## config.mk

```make
export PLATFORM = sky130hd
export DESIGN_NAME = gshare_pht_flat
export DESIGN_NICKNAME = d
export VERILOG_FILES = /design/src/rtl/bpu_pkg.sv /design/src/rtl/bpu_wb_if.sv /design/src/rtl/bpu_rf.sv /design/src/rtl/gshare_pht.sv /design/src/flat_wrapper.sv
export SDC_FILE = /design/constraint.sdc
export NUM_CORES = 2
export LEC_CHECK = 0
export BUFFER_PORTS_ARGS = -buffer_cell sky130_fd_sc_hd__buf_2
export CORE_MARGIN = 10
export CORE_UTILIZATION = 55
export CTS_CLUSTER_DIAMETER = 120
export DETAILED_ROUTE_END_ITERATION = 8
export PLACE_DENSITY = 0.83
export SLEW_MARGIN = 20
export SYNTH_ARGS = -nofsm -noshare
export SYNTH_HDL_FRONTEND = slang
export SYNTH_HIERARCHICAL = 1
export SYNTH_SLANG_ARGS = --single-unit
```

## constraint.sdc

```tcl
create_clock -name clk -period 2.7 [get_ports clk]
set_clock_uncertainty 0.05 [all_clocks]
set_input_delay 0.135 -clock clk [delete_from_list [all_inputs] [get_ports clk]]
set_output_delay 0.135 -clock clk [all_outputs]
set_load 0.1 [all_outputs]
```

## src/rtl/bpu_pkg.sv

```systemverilog
/*
 * Shared widths, table sizes and record types of the branch prediction unit.
 * Imported by the tables, the combiner, the writeback interface and the top.
 */
`default_nettype none

package bpu_pkg;

   // PC and table geometry
   localparam int pc_w      = 32;
   localparam int pht_p_num = 8;
   localparam int btb_p_num = 6;

   // BTB tag covers every PC bit above the index
   localparam int tag_w     = pc_w - btb_p_num;

   // 2-bit saturating counter, MSB is the taken direction
   typedef logic [1:0]           pht_cnt_t;

   typedef logic [pht_p_num-1:0] pht_idx_t;
   typedef logic [btb_p_num-1:0] btb_idx_t;

   // One BTB entry
   typedef struct packed {
      logic             valid;
      logic             is_bcc;
      logic [tag_w-1:0] tag;
      logic [pc_w-1:0]  target;
   } btb_entry_t;

   // Record sent with each slot down the pipe and returned at writeback
   typedef struct packed {
      pht_cnt_t         pht_count;
      pht_idx_t         pht_idx;
      btb_idx_t         btb_idx;
      logic [pc_w-1:0]  pred_tgt;
      logic             pred_taken;
   } bpu_upd_t;

endpackage

`default_nettype wire

```

## src/rtl/bpu_wb_if.sv

```systemverilog
/*
 * Resolved-branch writeback bundle. The top level drives it through src,
 * the PHT and the BTB each take the subset they need.
 */
`timescale 1ns/1ps
`default_nettype none

interface bpu_wb_if;

   import bpu_pkg::*;

   logic            wb;
   logic            is_bcc;
   logic            is_breg;
   logic            is_brel;
   logic            taken;
   logic [pc_w-1:0] pc;
   logic [pc_w-1:0] npc_act;
   bpu_upd_t        upd;

   modport src (
      output wb, is_bcc, is_breg, is_brel, taken, pc, npc_act, upd
   );

   // Direction table only needs the record it handed out
   modport pht (
      input wb, is_bcc, taken, upd
   );

   modport btb (
      input wb, is_bcc, is_breg, is_brel, taken, pc, npc_act
   );

endinterface

`default_nettype wire

```

## src/rtl/bpu_rf.sv

```systemverilog
/*
 * Register file with several registered read ports and one write port.
 * Reads return the contents from before a write at the same edge.
 */
`timescale 1ns/1ps
`default_nettype none

module bpu_rf
#(
   parameter type entry_t = logic [1:0],
   parameter int  AW       = 8,
   parameter int  NUM_READ = 2
)
(
   input  wire logic                clk,
   input  wire logic                reset,
   input  wire logic [NUM_READ-1:0] re,
   input  wire logic [AW-1:0]       raddr [NUM_READ],
   output entry_t                   rdata [NUM_READ],
   input  wire logic                we,
   input  wire logic [AW-1:0]       waddr,
   input  entry_t                   wdata
);

   entry_t mem [1<<AW];

   // Write port, whole table cleared on reset
   always_ff @(posedge clk)
   begin
      if (reset)
      begin
         for (int i = 0; i < (1 << AW); i++)
            mem[i] <= '0;
      end
      else if (we)
         mem[waddr] <= wdata;
   end

   // Read ports hold while their enable is low
   always_ff @(posedge clk)
   begin
      if (reset)
      begin
         for (int r = 0; r < NUM_READ; r++)
            rdata[r] <= '0;
      end
      else
      begin
         for (int r = 0; r < NUM_READ; r++)
            if (re[r])
               rdata[r] <= mem[raddr[r]];
      end
   end

endmodule

`default_nettype wire

```

## src/rtl/gshare_pht.sv

```systemverilog
/*
 * Gshare direction predictor. Owns the global history, looks up one counter
 * per fetch slot and trains the counter of a resolved conditional branch.
 */
`timescale 1ns/1ps
`default_nettype none

module gshare_pht
#(
   parameter  int P_FETCH_WIDTH = 1,
   localparam int NUM_SLOT      = 1 << P_FETCH_WIDTH
)
(
   input  wire logic                  clk,
   input  wire logic                  reset,
   input  wire logic                  re,
   input  wire logic [bpu_pkg::pc_w-1:0] pc [NUM_SLOT],
   bpu_wb_if.pht                      wb,
   output logic                       pht_taken [NUM_SLOT],
   output bpu_pkg::pht_cnt_t          pht_count [NUM_SLOT],
   output bpu_pkg::pht_idx_t          pht_idx   [NUM_SLOT]
);

   import bpu_pkg::*;

   pht_idx_t ghsr;
   pht_idx_t lookup_idx [NUM_SLOT];
   pht_cnt_t cnt_nxt;
   logic     upd_we;

   // Hash of low PC bits with the history
   always_comb
   begin
      for (int i = 0; i < NUM_SLOT; i++)
         lookup_idx[i] = pc[i][pht_p_num-1:0] ^ ghsr;
   end

   // Index travels with the counter read so it can be written back later
   always_ff @(posedge clk)
   begin
      if (reset)
      begin
         for (int i = 0; i < NUM_SLOT; i++)
            pht_idx[i] <= '0;
      end
      else if (re)
      begin
         for (int i = 0; i < NUM_SLOT; i++)
            pht_idx[i] <= lookup_idx[i];
      end
   end

   always_comb
   begin
      for (int i = 0; i < NUM_SLOT; i++)
         pht_taken[i] = pht_count[i][1];
   end

   assign upd_we = wb.wb & wb.is_bcc;

   // Saturating step from the counter value seen at lookup
   always_comb
   begin
      if (wb.taken)
         cnt_nxt = (wb.upd.pht_count == 2'b11) ? 2'b11 : wb.upd.pht_count + 2'b01;
      else
         cnt_nxt = (wb.upd.pht_count == 2'b00) ? 2'b00 : wb.upd.pht_count - 2'b01;
   end

   // Global history, newest outcome at the LSB
   always_ff @(posedge clk)
   begin
      if (reset)
         ghsr <= '0;
      else if (upd_we)
         ghsr <= {ghsr[pht_p_num-2:0], wb.taken};
   end

   bpu_rf #(
      .entry_t  (pht_cnt_t),
      .AW       (pht_p_num),
      .NUM_READ (NUM_SLOT)
   ) i_pht_rf (
      .clk      (clk),
      .reset    (reset),
      .re       ({NUM_SLOT{re}}),
      .raddr    (lookup_idx),
      .rdata    (pht_count),
      .we       (upd_we),
      .waddr    (wb.upd.pht_idx),
      .wdata    (cnt_nxt)
   );

endmodule

`default_nettype wire

```

## src/flat_wrapper.sv

```systemverilog
// flat-port wrapper written by rule: the top's interface ports become plain ports
module gshare_pht_flat import bpu_pkg::*;
#(
   parameter  int P_FETCH_WIDTH = 1,
   localparam int NUM_SLOT      = 1 << P_FETCH_WIDTH
)
  (clk, reset, re, pc, pht_taken, pht_count, pht_idx, wb_wb, wb_is_bcc, wb_taken, wb_upd);
  bpu_wb_if wb_i ();
  input  wire logic clk;
  input  wire logic reset;
  input  wire logic re;
  input  wire logic [bpu_pkg::pc_w-1:0] pc[NUM_SLOT];
  output logic pht_taken[NUM_SLOT];
  output bpu_pkg::pht_cnt_t pht_count[NUM_SLOT];
  output bpu_pkg::pht_idx_t pht_idx[NUM_SLOT];
  input wire logic [$bits(wb_i.wb)-1:0] wb_wb;
  input wire logic [$bits(wb_i.is_bcc)-1:0] wb_is_bcc;
  input wire logic [$bits(wb_i.taken)-1:0] wb_taken;
  input wire logic [$bits(wb_i.upd)-1:0] wb_upd;
  assign wb_i.wb = wb_wb;
  assign wb_i.is_bcc = wb_is_bcc;
  assign wb_i.taken = wb_taken;
  assign wb_i.upd = wb_upd;
  gshare_pht #(.P_FETCH_WIDTH(P_FETCH_WIDTH)) u_core (.clk(clk), .reset(reset), .re(re), .pc(pc), .wb(wb_i), .pht_taken(pht_taken), .pht_count(pht_count), .pht_idx(pht_idx));
endmodule
```

==> flow_summary_export.csv <==
group,metric,value,unit
critical_path,crit_path_start_kind,"flip-flop",
grt,grt-ovfl-total,0,
final_layout,final_area,0.0353,mm^2
logic_synthesis,yosysTopAreaCellShare,50.6,%
die,placeableCoreArea,0.0549,mm^2
logic_synthesis,synth_nets,2711,
critical_path,reg2reg_to,"u_core/i_pht_rf/rdata[3]",
die,fp.dieArea,0.0651,mm^2
critical_path,rrSetupSlack,-0.44,ns
pwr,p_seq_share,47.0,%
routing,vias,25100,
die,die_x,255,um
placed_design,gp_congestion,1.10,
sta,tns,-1.44,ns
logic_synthesis,async_flop_share,0,%
clock_network,cts_root_buf,"clkbuf_16",
min_path,worstHoldStart,"reset",
sta,setup_violations,4,
logic_synthesis,synth_ff_type,"edfxtp_1",
final_layout,fillers,3888,
critical_path,criticalPathCategory,"reg -> reg",
grt,first_global_vias,24500,
critical_path,crit_family,"buffers and inverters",
logic_synthesis,yosys.area.top_type,"edfxtp_1",
grt,grt.total_usage,34.2,%
grt,antenna_found_initial,2,
pwr,p_int,0.0154,W
placed_design,dp_hpwl,77600,um
sta,min_period_over_period,116,%
clock_network,cts.clk_slew.worst_paths,0.06,ns
routing,wl_per_cell,31.7,um
clock_network,htree_levels,2,
logic_synthesis,synth_edf_count,512,
sta,hold_violations,0,
final_layout,areaGrowthSynthToFinish,16.0,%
job,drv_cap,0,
clock_network,cts_buffers,55,
logic_synthesis,syn_inst,2592,
final_layout,diodes,0,
critical_path,slowest_delay,0.55,ns
critical_path,path_max_fanout,8,
clock_network,clk_latency,0.64,ns
routing,antenna_left,0,
die,io_pins,141,
pwr,p_sw_share,26.9,%
pwr,comb_power_share,16.7,%
sta,min_period,3.14,ns
sta,worst_slack,-0.440,ns
grt,grt_pass1_wl,161000,um
die,initial_utilization,55.4,%
sta,rsz0062_at_grt,"yes",
critical_path,path_buf_inv,5,
pwr,p_leak,12.1,nW
critical_path,crit_path_end_kind,"flip-flop",
critical_path,reg2regPathDepth,12,
pwr,peakVddDrop,0.478,mV
min_path,hp-class,"in -> reg",
placed_design,dpl_cell_area,0.0330,mm^2
routing,first_iter_violations,5164,
critical_path,cpMostUsedCell,"buf_4",
clock_network,clockBufferDepth,3,
min_path,holdPathStages,4,
die,core.rowCount,86,
logic_synthesis,synth_cell_types,67,
logic_synthesis,synth_area_leaders,"edfxtp_1 51%, mux4_2 17%, nor2_1 6.8%, nand2_1 5.2%, mux2i_1 2.7%",
final_layout,nNetsFinal,2897,
logic_synthesis,avgSynthCellArea,11.7,um^2
min_path,hold_path_end,"u_core/i_pht_rf/rdata[1]",
routing,wl,112000,um
logic_synthesis,yosysWarnings,6,
placed_design,port_buffers,53,
status,outcome,"complete, but fails checks",
critical_path,cp.required,3.16,ns
final_layout,drive_gt1_share,26.8,%
critical_path,cp.arrival,3.60,ns
logic_synthesis,synth_area,0.0304,mm^2
logic_synthesis,ys_seq_elements,540,
sta,fmax,0.318,GHz
clock_network,cts_sinks,540,
routing,drt_pass1_iterations,9,
routing,drc,0,
final_layout,fin_util,64.3,%
pwr,switching_power,0.00564,W
placed_design,post-place-cells,3395,
critical_path,crit_chain,"xnor2_4 -> bufinv_16 -> buf_4 -> mux4_2 -> a2111oi_1 -> buf_4 -> a311oi_1 -> nand4_1 -> buf_4 -> a211oi_1 -> buf_4 -> a221o_1",
pwr,total_power,0.0210,W
grt,grt_max_degree,151,
final_layout,fin_cells,3524,
logic_synthesis,yosysSeqAreaShare,52.4,%
clock_network,cts_tree,"yes",
sta,max_slew_margin,20.7,%
routing,vias_per_cell,7.13,
critical_path,worstReg2RegStart,"u_core/ghsr[0]",
die,die_h,255,um
sta,drv_slew,0,
pwr,p_per_area,595,mW/mm^2
status,violations,"negative setup slack",
pwr,clock_power_share,36.2,%
critical_path,crit_path_top_delay_cell,"mux4_2",
sta,worst-slew-pin-transition,1.19,ns
-- per-stage QoR --
stage	setup WS (ns)	hold WS (ns)
floorplan	0.00908	0.150
global placement	-0.456	0.383
detailed placement	-0.445	0.389
CTS	-0.356	0.0326
global route	-0.430	0.0700
finish	-0.440	0.0770
-- registers in the layout, indices dropped and copies added (netlist names) --
signal / count
u_core/i_pht_rf/rdata: 4
u_core/ghsr: 8
u_core/i_pht_rf/mem: 512
u_core/pht_idx: 16
-- routing by layer --
metal / share of wire, % / up-vias / track usage (%)
met4: 9.0 / 2 / 23.9
met2: 43 / 2600 / 50.2
li1: - / 9918 / -
met3: 17 / 606 / 11.1
met5: 0.015 / - / 0
met1: 31 / 12000 / 42.5
-- synthesized netlist by cell type, types with 19 or more instances --
master / number
buf_4: 21
buf_2: 28
o21ai_0: 109
nand2_1: 418
mux2i_1: 82
edfxtp_1: 512
and3_1: 37
buf_6: 19
nor2_1: 550
dfxtp_1: 28
o221ai_1: 27
nand3_1: 28
mux4_2: 226
a21oi_1: 36
nor3_1: 32
inv_1: 24
clkbuf_1: 176
-- area by class of cell --
cell class	instances	area, um^2	share of cell area (%)
timing repair buffer	384	3290	9.33
sequential	540	15900	45.2
multi-input combinational	1771	13300	37.6
tap	704	881	2.50
clock buffer	64	1430	4.06
clock inverter	35	313	0.887
inverter	26	141	0.401
-- repair_timing --
item	4_1_cts	5_1_grt
hold buffers	23	0
buffers inserted	6	1
pin swaps	8	1
endpoints found under the hold margin	24	0
endpoints found under the setup margin	4	4
gates resized for setup	44	10
-- cells by family after synthesis --
family	Yosys count	synth area share [%]
adder cells (fa/ha/maj)	2	0.0658
AO/OA/AOI/OAI	275	6.08
buffers and inverters	281	4.49
XOR/XNOR	16	0.461
multiplexers	331	21.0
flip-flops	540	52.4
AND/OR/NAND/NOR	1147	15.5
-- power groups by stage --
stage          Combinational [W]  Clock, W  Sequential (W)
3_5_place_dp             0.00324         0          0.0100
2_1_floorplan            0.00202         0          0.0100
3_3_place_gp             0.00318         0         0.00998
5_1_grt                  0.00358   0.00789         0.00990
6_report                 0.00352   0.00761         0.00988
4_1_cts                  0.00336   0.00757         0.00985
-- layout by cell type, fill, tap and decap left out, drive strengths merged, types with 4 or more instances in the layout --
| cell type | n |
|---|---|
| nor2 | 550 |
| edfxtp | 512 |
| nand2 | 418 |
| buf | 361 |
| mux4 | 241 |
| o21ai | 110 |
| mux2i | 82 |
| clkbuf | 64 |
| and3 | 37 |
| a21oi | 37 |
| nor3 | 32 |
| nand3 | 28 |
| dfxtp | 28 |
| o221ai | 27 |
| clkinv | 27 |
| a211oi | 26 |
| inv | 25 |
| dlygate4sd3 | 23 |
| and2 | 19 |
| o22ai | 18 |
| xnor2 | 16 |
| nand2b | 15 |
| nor2b | 12 |
| a2111oi | 9 |
| mux2 | 8 |
| a21bo | 8 |
| a311oi | 7 |
| nor4 | 7 |
| bufinv | 6 |
| or2 | 6 |
| nand4 | 6 |
| or3 | 5 |
| o211ai | 4 |
| a22oi | 4 |
| or4 | 4 |
-- how the worst max path moves through the flow --
| stage | from | endpoint | slack (ns) | cells past startpoint |
|---|---|---|---|---|
| detailed placement | u_core/ghsr[0] | u_core/i_pht_rf/rdata[2] | -0.44 | 12 |
| global placement | u_core/ghsr[0] | u_core/i_pht_rf/rdata[1] | -0.46 | 9 |
| global route | u_core/ghsr[0] | u_core/i_pht_rf/rdata[2] | -0.43 | 11 |
| finish | u_core/ghsr[0] | u_core/i_pht_rf/rdata[3] | -0.44 | 12 |
| floorplan | u_core/ghsr[0] | u_core/i_pht_rf/rdata[2] | 0.009 | 11 |
| CTS | u_core/ghsr[0] | u_core/i_pht_rf/rdata[3] | -0.36 | 10 |
-- worst min-delay path, stage by stage --
cell and delay [ns]:
buf_2 0.25, nor2_1 0.14, nand2_1 0.08, o311ai_1 0.09
No activity file was read; power rests on OpenSTA's default activity.
