===== src/rtl/bpu_pkg.sv =====
/*
 * Shared widths, table sizes and record types of the branch prediction unit.
 * Imported by the tables, the combiner, the writeback interface and the top.
 */
`default_nettype none

package bpu_pkg;

   // PC and table geometry
   localparam int pc_w      = 32;
   localparam int pht_p_num = 8;
   localparam int btb_p_num = 6;

   // BTB tag covers every PC bit above the index
   localparam int tag_w     = pc_w - btb_p_num;

   // 2-bit saturating counter, MSB is the taken direction
   typedef logic [1:0]           pht_cnt_t;

   typedef logic [pht_p_num-1:0] pht_idx_t;
   typedef logic [btb_p_num-1:0] btb_idx_t;

   // One BTB entry
   typedef struct packed {
      logic             valid;
      logic             is_bcc;
      logic [tag_w-1:0] tag;
      logic [pc_w-1:0]  target;
   } btb_entry_t;

   // Record sent with each slot down the pipe and returned at writeback
   typedef struct packed {
      pht_cnt_t         pht_count;
      pht_idx_t         pht_idx;
      btb_idx_t         btb_idx;
      logic [pc_w-1:0]  pred_tgt;
      logic             pred_taken;
   } bpu_upd_t;

endpackage

`default_nettype wire


===== src/rtl/pred_combine.sv =====
/*
 * Per-slot merge of direction and target lookups into next PC and the
 * update record returned at writeback.
 */
`timescale 1ns/1ps
`default_nettype none

module pred_combine
#(
   parameter  int P_FETCH_WIDTH = 1,
   localparam int NUM_SLOT      = 1 << P_FETCH_WIDTH
)
(
   input  wire logic                     clk,
   input  wire logic                     reset,
   input  wire logic                     re,
   input  wire logic [NUM_SLOT-1:0]      valid,
   input  wire logic                     pht_taken [NUM_SLOT],
   input  bpu_pkg::pht_cnt_t             pht_count [NUM_SLOT],
   input  bpu_pkg::pht_idx_t             pht_idx   [NUM_SLOT],
   input  wire logic                     hit       [NUM_SLOT],
   input  wire logic                     is_bcc    [NUM_SLOT],
   input  wire logic [bpu_pkg::pc_w-1:0] target    [NUM_SLOT],
   input  bpu_pkg::btb_idx_t             btb_idx   [NUM_SLOT],
   output logic [bpu_pkg::pc_w-1:0]      npc       [NUM_SLOT],
   output bpu_pkg::bpu_upd_t             upd       [NUM_SLOT]
);

   import bpu_pkg::*;

   logic [NUM_SLOT-1:0] valid_q;
   logic [NUM_SLOT-1:0] taken;

   // Lines valid up with the table read data
   always_ff @(posedge clk)
   begin
      if (reset)
         valid_q <= '0;
      else if (re)
         valid_q <= valid;
   end

   always_comb
   begin
      for (int i = 0; i < NUM_SLOT; i++)
      begin
         // Unconditional hits always taken, conditional ones follow the counter
         taken[i] = valid_q[i] & hit[i] & (~is_bcc[i] | pht_taken[i]);
         npc[i]   = target[i];

         upd[i].pht_count  = pht_count[i];
         upd[i].pht_idx    = pht_idx[i];
         upd[i].btb_idx    = btb_idx[i];
         upd[i].pred_tgt   = target[i];
         upd[i].pred_taken = taken[i];
      end
   end

endmodule

`default_nettype wire

===== config.mk =====
export PLATFORM = sky130hd
export DESIGN_NAME = pred_combine
export DESIGN_NICKNAME = d
export VERILOG_FILES = /design/src/rtl/bpu_pkg.sv /design/src/rtl/pred_combine.sv
export SDC_FILE = /design/constraint.sdc
export NUM_CORES = 1
export LEC_CHECK = 0
export BUFFER_PORTS_ARGS = -buffer_cell sky130_fd_sc_hd__buf_2
export CORE_AREA = 2 2 104 106
export DETAILED_ROUTE_END_ITERATION = 7
export DIE_AREA = 0 0 106 108
export PLACE_DENSITY_LB_ADDON = 0.12
export SLEW_MARGIN = 40
export SYNTH_ARGS = -nofsm -noshare
export SYNTH_HDL_FRONTEND = slang
export SYNTH_SLANG_ARGS = --single-unit

===== constraint.sdc =====
create_clock -name clk -period 0.8 [get_ports clk]
set_input_delay 0.08 -clock clk [delete_from_list [all_inputs] [get_ports clk]]
set_output_delay 0.08 -clock clk [all_outputs]
set_load 0.005 [all_outputs]

==> results.json, run 1 <==
{
  "grt_util_all_layers_pct": 2.42,
  "p_leak_uw": 0.000122,
  "hold_viol_final": 0,
  "synth_area_leader_cell": "buf_4",
  "end_kind": "output port",
  "synth_ff_type": "dfxtp_1",
  "antenna_found_initial": 0,
  "routed_via_density": 1.77,
  "whs_endpoint": "valid_q[0]$_SDFFE_PP0P_",
  "power.internal_uw": 453,
  "powerDensity_mw_per_mm2": 1480,
  "r2r_slack_ns": 0.21,
  "clock_sinks": 2,
  "rows": 37,
  "yosysSeqAreaShare_pct": 3.09,
  "largest_reg_flops": 2,
  "wl_per_cell_um": 9.63,
  "synthesis.area_mm2": 0.00129,
  "pin_count": 269,
  "multi_input_area_um2": 47.5,
  "setup_tns_ns": -0.114,
  "dr.pass1.iters": 3,
  "design_area_um2": 369,
  "period_share_pct": 108,
  "dp_hpwl_mm": 1.25,
  "hold_path.class": "in -> reg",
  "synth.top_cell.area_share_pct": 92.8,
  "reg2reg_depth": 2,
  "syn_avg_cell_area_um2": 7.52,
  "start_util_pct": 12.6,
  "min_path_cells": 2,
  "cts_max_path_buffers": 2,
  "synth-edff-count": 0,
  "die_h_um": 108,
  "drtIter0Drc": 3,
  "ir_worst_vdd_v": 0.00118,
  "rsz0062_at_grt": "true",
  "dpl-instance-area_um2": 323,
  "area_growth_pct": -71.5,
  "numPortBuffers": 12,
  "cts_buffers": 3,
  "tritoncts": "built",
  "crit_type": "reg -> out",
  "synth_area_leaders": "buf_4, dfxtp_1, mux2i_1, a21oi_1, inv_1",
  "final_nets": 136,
  "crit_path_start_kind": "flip-flop",
  "n_antenna_cell": 0,
  "power_frac_comb_pct": 8.4,
  "relSlewSlack_pct": 91.9,
  "sw_frac_of_total_pct": 17.1,
  "drc_errors": 0,
  "wl_met1_um": 137,
  "synth.most_common_cell": "buf_4",
  "p_switching_uw": 93.1,
  "dr_wl_met3_um": 510,
  "grt_pass1_vias": 364,
  "min_from": "reset",
  "cts_setup_buffers": 0,
  "status": "complete, but fails checks",
  "grt_max_degree": 3,
  "highest_layer": "met4",
  "fin_worst_skew_ns": 0,
  "vias": 289,
  "syn_nets": 279,
  "routabilityCongestion": 0.608,
  "cts_hold_buf": 0,
  "drv_slew": 0,
  "crit_fanout": 2,
  "ys_warn_count": 0,
  "ys_ff_latch": 2,
  "seqCellArea_um2": 42.5,
  "synthCells": 172,
  "met2_length_um": 519,
  "r2r-start": "valid_q[0]$_SDFFE_PP0P_",
  "synth_cell_type_count": 7,
  "cap_violations": 0,
  "critical_path_required_ns": 0.72,
  "worst_slack_ns": -0.0604,
  "setup_viol": 2,
  "cts_root_buf": "clkbuf_8",
  "wl_mm": 1.57,
  "tightest_slew_ns": 0.118,
  "rr_endpoint": "valid_q[0]$_SDFFE_PP0P_",
  "reg.largest.list": "valid_q (2)",
  "async_flop_share_pct": 0,
  "n_fill_cell": 1209,
  "fin_util_pct": 3.61,
  "cp.arrival_ns": 0.78,
  "fmax_mhz": 1160,
  "cts.clk_slew.worst_paths_ns": 0.03,
  "grt_overflow": 0,
  "violations": "negative setup slack",
  "die_w_um": 106,
  "fp.dieArea_mm2": 0.0114,
  "seq_power_share_pct": 20.3,
  "clock_latency_ns": 0.21,
  "coreArea_mm2": 0.0102,
  "period_needed_ns": 0.860,
  "grt_first_pass_wirelength_mm": 1.94,
  "drive_gt1_share_pct": 66.7,
  "htreeDepth": 1,
  "power_frac_clock_pct": 71.3,
  "fin_hold_ws_ns": 0.0477,
  "ant_nets": 0,
  "largest-register": "valid_q"
}
[layout by cell type, fill, tap and decap left out, drive strengths merged]
cell	Yosys	routed
clkbuf	0	3
buf	160	12
nor2	2	2
mux2i	2	2
a21oi	2	2
inv	2	2
nand2	2	2
dfxtp	2	2
[power groups by stage]
stage	Clock (uW)	Combinational, uW	Sequential (uW)
global route	419	52.0	111
floorplan	0	662	110
detailed placement	0	45.8	111
global placement	0	45.8	110
CTS	395	46.2	111
finish	389	45.9	111
[layer usage]
layer  global-route usage (%)  vias up
li1                         -       68
met3                     2.83       53
met5                        0        -
met2                     2.35       76
met1                    0.361       92
met4                     7.80        0
[final cells by class]
class	count	area share [%]
Clock buffer	3	11.2
Sequential cell	2	11.5
Tap cell	136	46.1
Timing Repair Buffer	12	16.3
Inverter	2	2.03
Multi-Input combinational cell	8	12.9
[logic make-up (layout without fill, tap and decap cells)]
kind of cell	count (synthesis)	in the layout	share of synthesized area, %
flops	2	2	3.09
compound gates	2	2	0.774
buf+inv	162	17	93.4
simple gates	4	4	1.16
mux	2	2	1.55
[worst max-delay path by stage]
stage | from | to | slack [ns] | cells past startpoint
floorplan | valid_q[1]$_SDFFE_PP0P_ | upd[0] | 0.24 | 2
global placement | valid_q[0]$_SDFFE_PP0P_ | upd[49] | 0.13 | 3
detailed placement | valid_q[0]$_SDFFE_PP0P_ | upd[49] | 0.14 | 3
CTS | valid_q[0]$_SDFFE_PP0P_ | upd[49] | -0.07 | 3
global route | valid_q[1]$_SDFFE_PP0P_ | upd[0] | -0.1 | 3
finish | valid_q[0]$_SDFFE_PP0P_ | upd[49] | -0.06 | 3
[critical path: stages (launching register included)]
cell and delay, ns:
dfxtp_2 0.32, nand2_2 0.04, a21oi_1 0.10, buf_2 0.12
[repair_timing]
item,CTS,global route
hold endpoints to repair,0,0
endpoints found under the setup margin,2,2
resized for setup,2,1
[metrics by stage]
stage | setup slack, ns | power (uW) | std cells
after floorplan | 0.243 | 772 | 172
after global placement | 0.131 | 156 | 160
after detailed placement | 0.140 | 156 | 160
after CTS | -0.0719 | 551 | 163
after global routing | -0.0961 | 583 | 163
final | -0.0604 | 546 | 163
Note: power is estimated with default switching activity, not from simulation.
==> run 2: changes to the inputs <==
CORE_AREA = 2 2 105 107   (was 2 2 104 106)
DIE_AREA = 0 0 107 109   (was 0 0 106 108)
SETUP_SLACK_MARGIN = 0.15   (was not set)
clock period = 1.06 ns   (was 0.8 ns; I/O delays follow)
==> run 2 against run 1 <==
  * Die area rose by 1.9%
  * Largest power group unchanged
  * Count of clock-buffer cells in the layout unchanged
  * Utilization fell by 0.10 points
  * The flow now finishes without violations
  * Global-route usage fell by 0.48 points
==> results.json, run 2 (synthesis results as in run 1) <==
{
  "status": "finished, final reports clean",
  "dp_hpwl_um": 964,
  "relSlewSlack_pct": 91.9,
  "period_share_pct": 85.8,
  "min_path_cells": 2,
  "period_needed_ns": 0.909,
  "setup_viol": 0,
  "layout_common_cells": "buf_2, clkbuf_8",
  "drc_errors": 0,
  "routed_via_density": 1.51,
  "grt_overflow": 0,
  "cts_max_path_buffers": 2,
  "crit_path_start_kind": "flip-flop",
  "drive_gt1_share_pct": 63.0,
  "area_growth_pct": -71.3,
  "wl_mm": 1.23,
  "r2r-start": "valid_q[1]$_SDFFE_PP0P_",
  "fin_util_pct": 3.50,
  "numPortBuffers": 12,
  "cts_root_buf": "clkbuf_8",
  "wl_met1_um": 135,
  "n_antenna_cell": 0,
  "routabilityCongestion": 0.585,
  "dr.pass1.iters": 2,
  "ant_nets": 0,
  "total_power_uw": 422,
  "reg2reg_depth": 2,
  "r2r_slack_ns": 0.48,
  "largest-register": "valid_q",
  "grt_util_all_layers_pct": 1.94,
  "reg.largest.list": "valid_q (2)",
  "rows": 38,
  "die_h_um": 109,
  "cp_slowest_cell": "dfxtp_2",
  "tritoncts": "built",
  "fin_worst_skew_ns": 0,
  "ir_worst_vdd_v": 0.000557,
  "dr_wl_met3_um": 394,
  "hold_path.class": "in -> reg",
  "drv_slew": 0,
  "largest_reg_flops": 2,
  "critical_path_required_ns": 0.95,
  "whs_endpoint": "valid_q[0]$_SDFFE_PP0P_",
  "cts_buffers": 3,
  "min_from": "reset",
  "cts_setup_buffers": 0,
  "final_nets": 136,
  "p_leak_uw": 0.000121,
  "tightest_slew_ns": 0.118,
  "hold_viol_final": 0,
  "cp.arrival_ns": 0.80,
  "coreArea_mm2": 0.0106,
  "grt_pass1_vias": 299,
  "dpl.cell_count": 164,
  "end_kind": "output port",
  "rsz0062_at_grt": "true",
  "wl_per_cell_um": 7.39,
  "die_w_um": 107,
  "grt_max_degree": 3,
  "highest_layer": "met4",
  "rr_endpoint": "valid_q[1]$_SDFFE_PP0P_",
  "vias": 252,
  "crit_fanout": 2,
  "htreeDepth": 1,
  "fmax_mhz": 1100,
  "final_common_cell": "buf_2",
  "start_util_pct": 12.2,
  "drtIter0Drc": 5,
  "pin_count": 269,
  "setup_tns_ns": 0,
  "fp.dieArea_mm2": 0.0117,
  "clock_sinks": 2,
  "grt_first_pass_wirelength_mm": 1.57,
  "cts_hold_buf": 0,
  "instances_no_fill": 167,
  "clock_latency_ns": 0.21,
  "cap_violations": 0,
  "crit_chain": "nand2_1 > a21oi_1 > buf_2",
  "antenna_found_initial": 0,
  "crit_type": "reg -> out",
  "cp_slowest_stage_delay_ns": 0.31,
  "powerDensity_mw_per_mm2": 1130,
  "cts.clk_slew.worst_paths_ns": 0.03,
  "met2_length_um": 317
}
[run 2: changes by cell type in the layout (fill, tap and decap cells not counted)]
cell and change:
nand2_2 -1, nand2_1 +1
[run 2: how the worst max path moves through the flow]
| stage | startpoint | to | slack [ns] | cells after the start |
|---|---|---|---|---|
| after detailed placement | valid_q[1]$_SDFFE_PP0P_ | upd[0] | 0.37 | 3 |
| after CTS | valid_q[1]$_SDFFE_PP0P_ | upd[0] | 0.15 | 3 |
| final | valid_q[0]$_SDFFE_PP0P_ | upd[49] | 0.15 | 3 |
| after floorplan | valid_q[1]$_SDFFE_PP0P_ | upd[0] | 0.48 | 2 |
| after global placement | valid_q[0]$_SDFFE_PP0P_ | upd[49] | 0.36 | 3 |
| after global routing | valid_q[1]$_SDFFE_PP0P_ | upd[0] | 0.11 | 3 |
[run 2: metal layers]
metal | global-route usage [%] | vias to the layer above
met1 | 0.393 | 81
met3 | 2.33 | 43
met4 | 7.42 | 0
met2 | 1.14 | 60
met5 | 0 | -
li1 | - | 68
[run 2: final cells by class]
class | count | area (um2)
Multi-Input combinational cell | 8 | 45.0
Fill cell | 1256 | 10200
Inverter | 2 | 7.51
Sequential cell | 2 | 42.5
Clock buffer | 3 | 41.3
Tap cell | 140 | 175
Timing Repair Buffer | 12 | 60.1
[run 2: critical path: cells and delay by family (launching register included)]
kind / cells / cell delay [ns]
DFF: 1 / 0.31
buffers and inverters: 1 / 0.13
AOI/OAI and AO/OA: 1 / 0.10
and+or+nand+nor: 1 / 0.05
[run 2: power breakdown]
part / switching (uW) / leakage, uW / internal [uW]
clock network: 63.6 / 0.0000216 / 240
logic: 13.7 / 0.0000821 / 20.6
registers: 1.96 / 0.0000172 / 81.4
[run 2: stage by stage]
stage,hold WS [ns],setup slack [ns],cell area [um2]
2_1_floorplan,0.178,0.477,1290
6_report,0.0700,0.151,372
5_1_grt,0.0693,0.111,372
4_1_cts,0.0700,0.147,372
3_3_place_gp,0.212,0.362,328
3_5_place_dp,0.212,0.367,328
[run 2: repair_timing]
| action | in CTS | in global routing |
|---|---|---|
| gates resized for setup | 2 | 0 |
| cloned | 0 | 0 |
| endpoints found under the setup margin | 2 | 2 |
==> run 3: changes to the inputs <==
PLACE_DENSITY_LB_ADDON = not set   (was 0.12)
==> run 3 against run 2 <==
  * Hold slack improved by 0.015 ns
  * Non-clock buffer count did not move
  * Sequential cell count did not move
  * Critical endpoint unchanged
  * Power barely moved
  * First-iteration DRC count did not move
  * Largest power group unchanged
  * Clock skew did not move
  * Setup slack improved by 0.023 ns
  * Maximum frequency rose by 2.6%
==> results.json, run 3 (synthesis results as in run 1) <==
{
  "status": "finished, final reports clean",
  "routabilityCongestion": 0.560,
  "grt_pass1_vias": 448,
  "end_kind": "output port",
  "coreArea_mm2": 0.0106,
  "relSlewSlack_pct": 92.0,
  "fin_util_pct": 3.56,
  "crit_type": "reg -> out",
  "fmax_mhz": 1130,
  "n_antenna_cell": 0,
  "cts.clk_slew.worst_paths_ns": 0.03,
  "cts_buffers": 3,
  "fp.dieArea_mm2": 0.0117,
  "critical_path_required_ns": 0.95,
  "routed_via_density": 2.02,
  "tightest_slew_ns": 0.117,
  "cts_hold_buf": 0,
  "clock_sinks": 2,
  "p_switching_uw": 78.6,
  "powerDensity_mw_per_mm2": 1120,
  "final_common_cell": "buf_2",
  "ir_worst_vdd_v": 0.000441,
  "r2r_slack_ns": 0.47,
  "dp_hpwl_mm": 2.09,
  "grt_first_pass_wirelength_mm": 3.06,
  "path_buf_inv": 1,
  "cp_slowest_cell": "dfxtp_2",
  "antenna_found_initial": 0,
  "largest_reg_flops": 2,
  "dr.pass1.iters": 2,
  "grt_max_degree": 3,
  "p_leak_uw": 0.000121,
  "wl_per_cell_um": 15.1,
  "drive_gt1_share_pct": 70.4,
  "seq_power_share_pct": 19.9,
  "drtIter0Drc": 5,
  "die_h_um": 109,
  "sw_frac_of_total_pct": 18.7,
  "final_nets": 136,
  "rsz0062_at_grt": "true",
  "clock_latency_ns": 0.21,
  "layout_common_cells": "buf_2, clkbuf_8",
  "cap_violations": 0,
  "power_frac_comb_pct": 8.8,
  "period_needed_ns": 0.886,
  "cts_setup_buffers": 0,
  "area_growth_pct": -70.8,
  "hold_path.class": "in -> reg",
  "critPathTopFamily": "flip-flops",
  "largest-register": "valid_q",
  "period_share_pct": 83.6,
  "tritoncts": "built",
  "rows": 38,
  "wl_mm": 2.52,
  "multi_input_area_um2": 51.3,
  "ant_nets": 0,
  "cts_max_path_buffers": 2,
  "power.internal_uw": 343,
  "n_fill_cell": 1257,
  "grt_util_all_layers_pct": 3.89,
  "htreeDepth": 1,
  "vias": 337,
  "cp_slowest_stage_delay_ns": 0.31,
  "seqCellArea_um2": 42.5,
  "numPortBuffers": 12,
  "cts_root_buf": "clkbuf_8",
  "hold_viol_final": 0,
  "power_frac_clock_pct": 71.3,
  "start_util_pct": 12.2,
  "reg.largest.list": "valid_q (2)",
  "drc_errors": 0,
  "grt_overflow": 0,
  "crit_chain": "nand2_1 > a21oi_1 > buf_2",
  "setup_viol": 0,
  "setup_tns_ns": 0,
  "drv_slew": 0,
  "cp.arrival_ns": 0.78,
  "pin_count": 269,
  "crit_fanout": 2,
  "die_w_um": 107,
  "fin_worst_skew_ns": 0,
  "crit_path_start_kind": "flip-flop"
}
-- run 3: cell count changes in the layout (fill, tap and decap cells not counted) --
| cell | change |
|---|---|
| a21oi_1 | -1 |
| nand2_2 | +1 |
| nand2_1 | -1 |
| a21oi_2 | +1 |
-- run 3: metal layers --
layer | wire, um | vias to the layer above | track usage [%]
met5 | 0 | - | 0
met3 | 868 | 79 | 5.74
li1 | - | 69 | -
met2 | 898 | 103 | 4.14
met1 | 154 | 86 | 0.393
met4 | 595 | 0 | 10.4
-- run 3: path summary, 6_finish.rpt --
check | to | start | cells past startpoint
worst max-delay path | upd[49] | valid_q[0]$_SDFFE_PP0P_ | 3
worst min-delay path | valid_q[1]$_SDFFE_PP0P_ | reset | 2
worst max register to register | valid_q[0]$_SDFFE_PP0P_ | valid_q[0]$_SDFFE_PP0P_ | 2
worst min register to register | valid_q[0]$_SDFFE_PP0P_ | valid_q[0]$_SDFFE_PP0P_ | 2
-- run 3: power by group through the flow --
stage	Sequential (uW)	Clock, uW	Combinational, uW
after floorplan	82.9	0	500
after global placement	83.1	0	36.1
after detailed placement	83.7	0	36.6
after CTS	83.6	309	37.1
after global routing	84.4	315	41.6
final	83.9	300	37.1
-- run 3: cell type report --
cell class / count / share of cell area, %
clock buffers: 3 / 10.9
inverters: 2 / 1.99
multi-input cells: 8 / 13.6
flip-flops and latches: 2 / 11.3
well taps: 140 / 46.4
repair buffers: 12 / 15.9
-- run 3: timing repair --
item	CTS	global route
pin swaps	0	0
gates resized for setup	2	2
endpoints found under the setup margin	2	2
-- run 3: stage by stage --
step | power [uW] | cells | hold slack, ns | instance area (um2) | setup slack, ns
finish | 421 | 167 | 0.0849 | 378 | 0.174
global route | 441 | 167 | 0.105 | 378 | 0.136
CTS | 429 | 167 | 0.101 | 372 | 0.157
detailed placement | 120 | 164 | 0.212 | 328 | 0.370
global placement | 119 | 164 | 0.212 | 328 | 0.385
floorplan | 583 | 172 | 0.178 | 1290 | 0.477
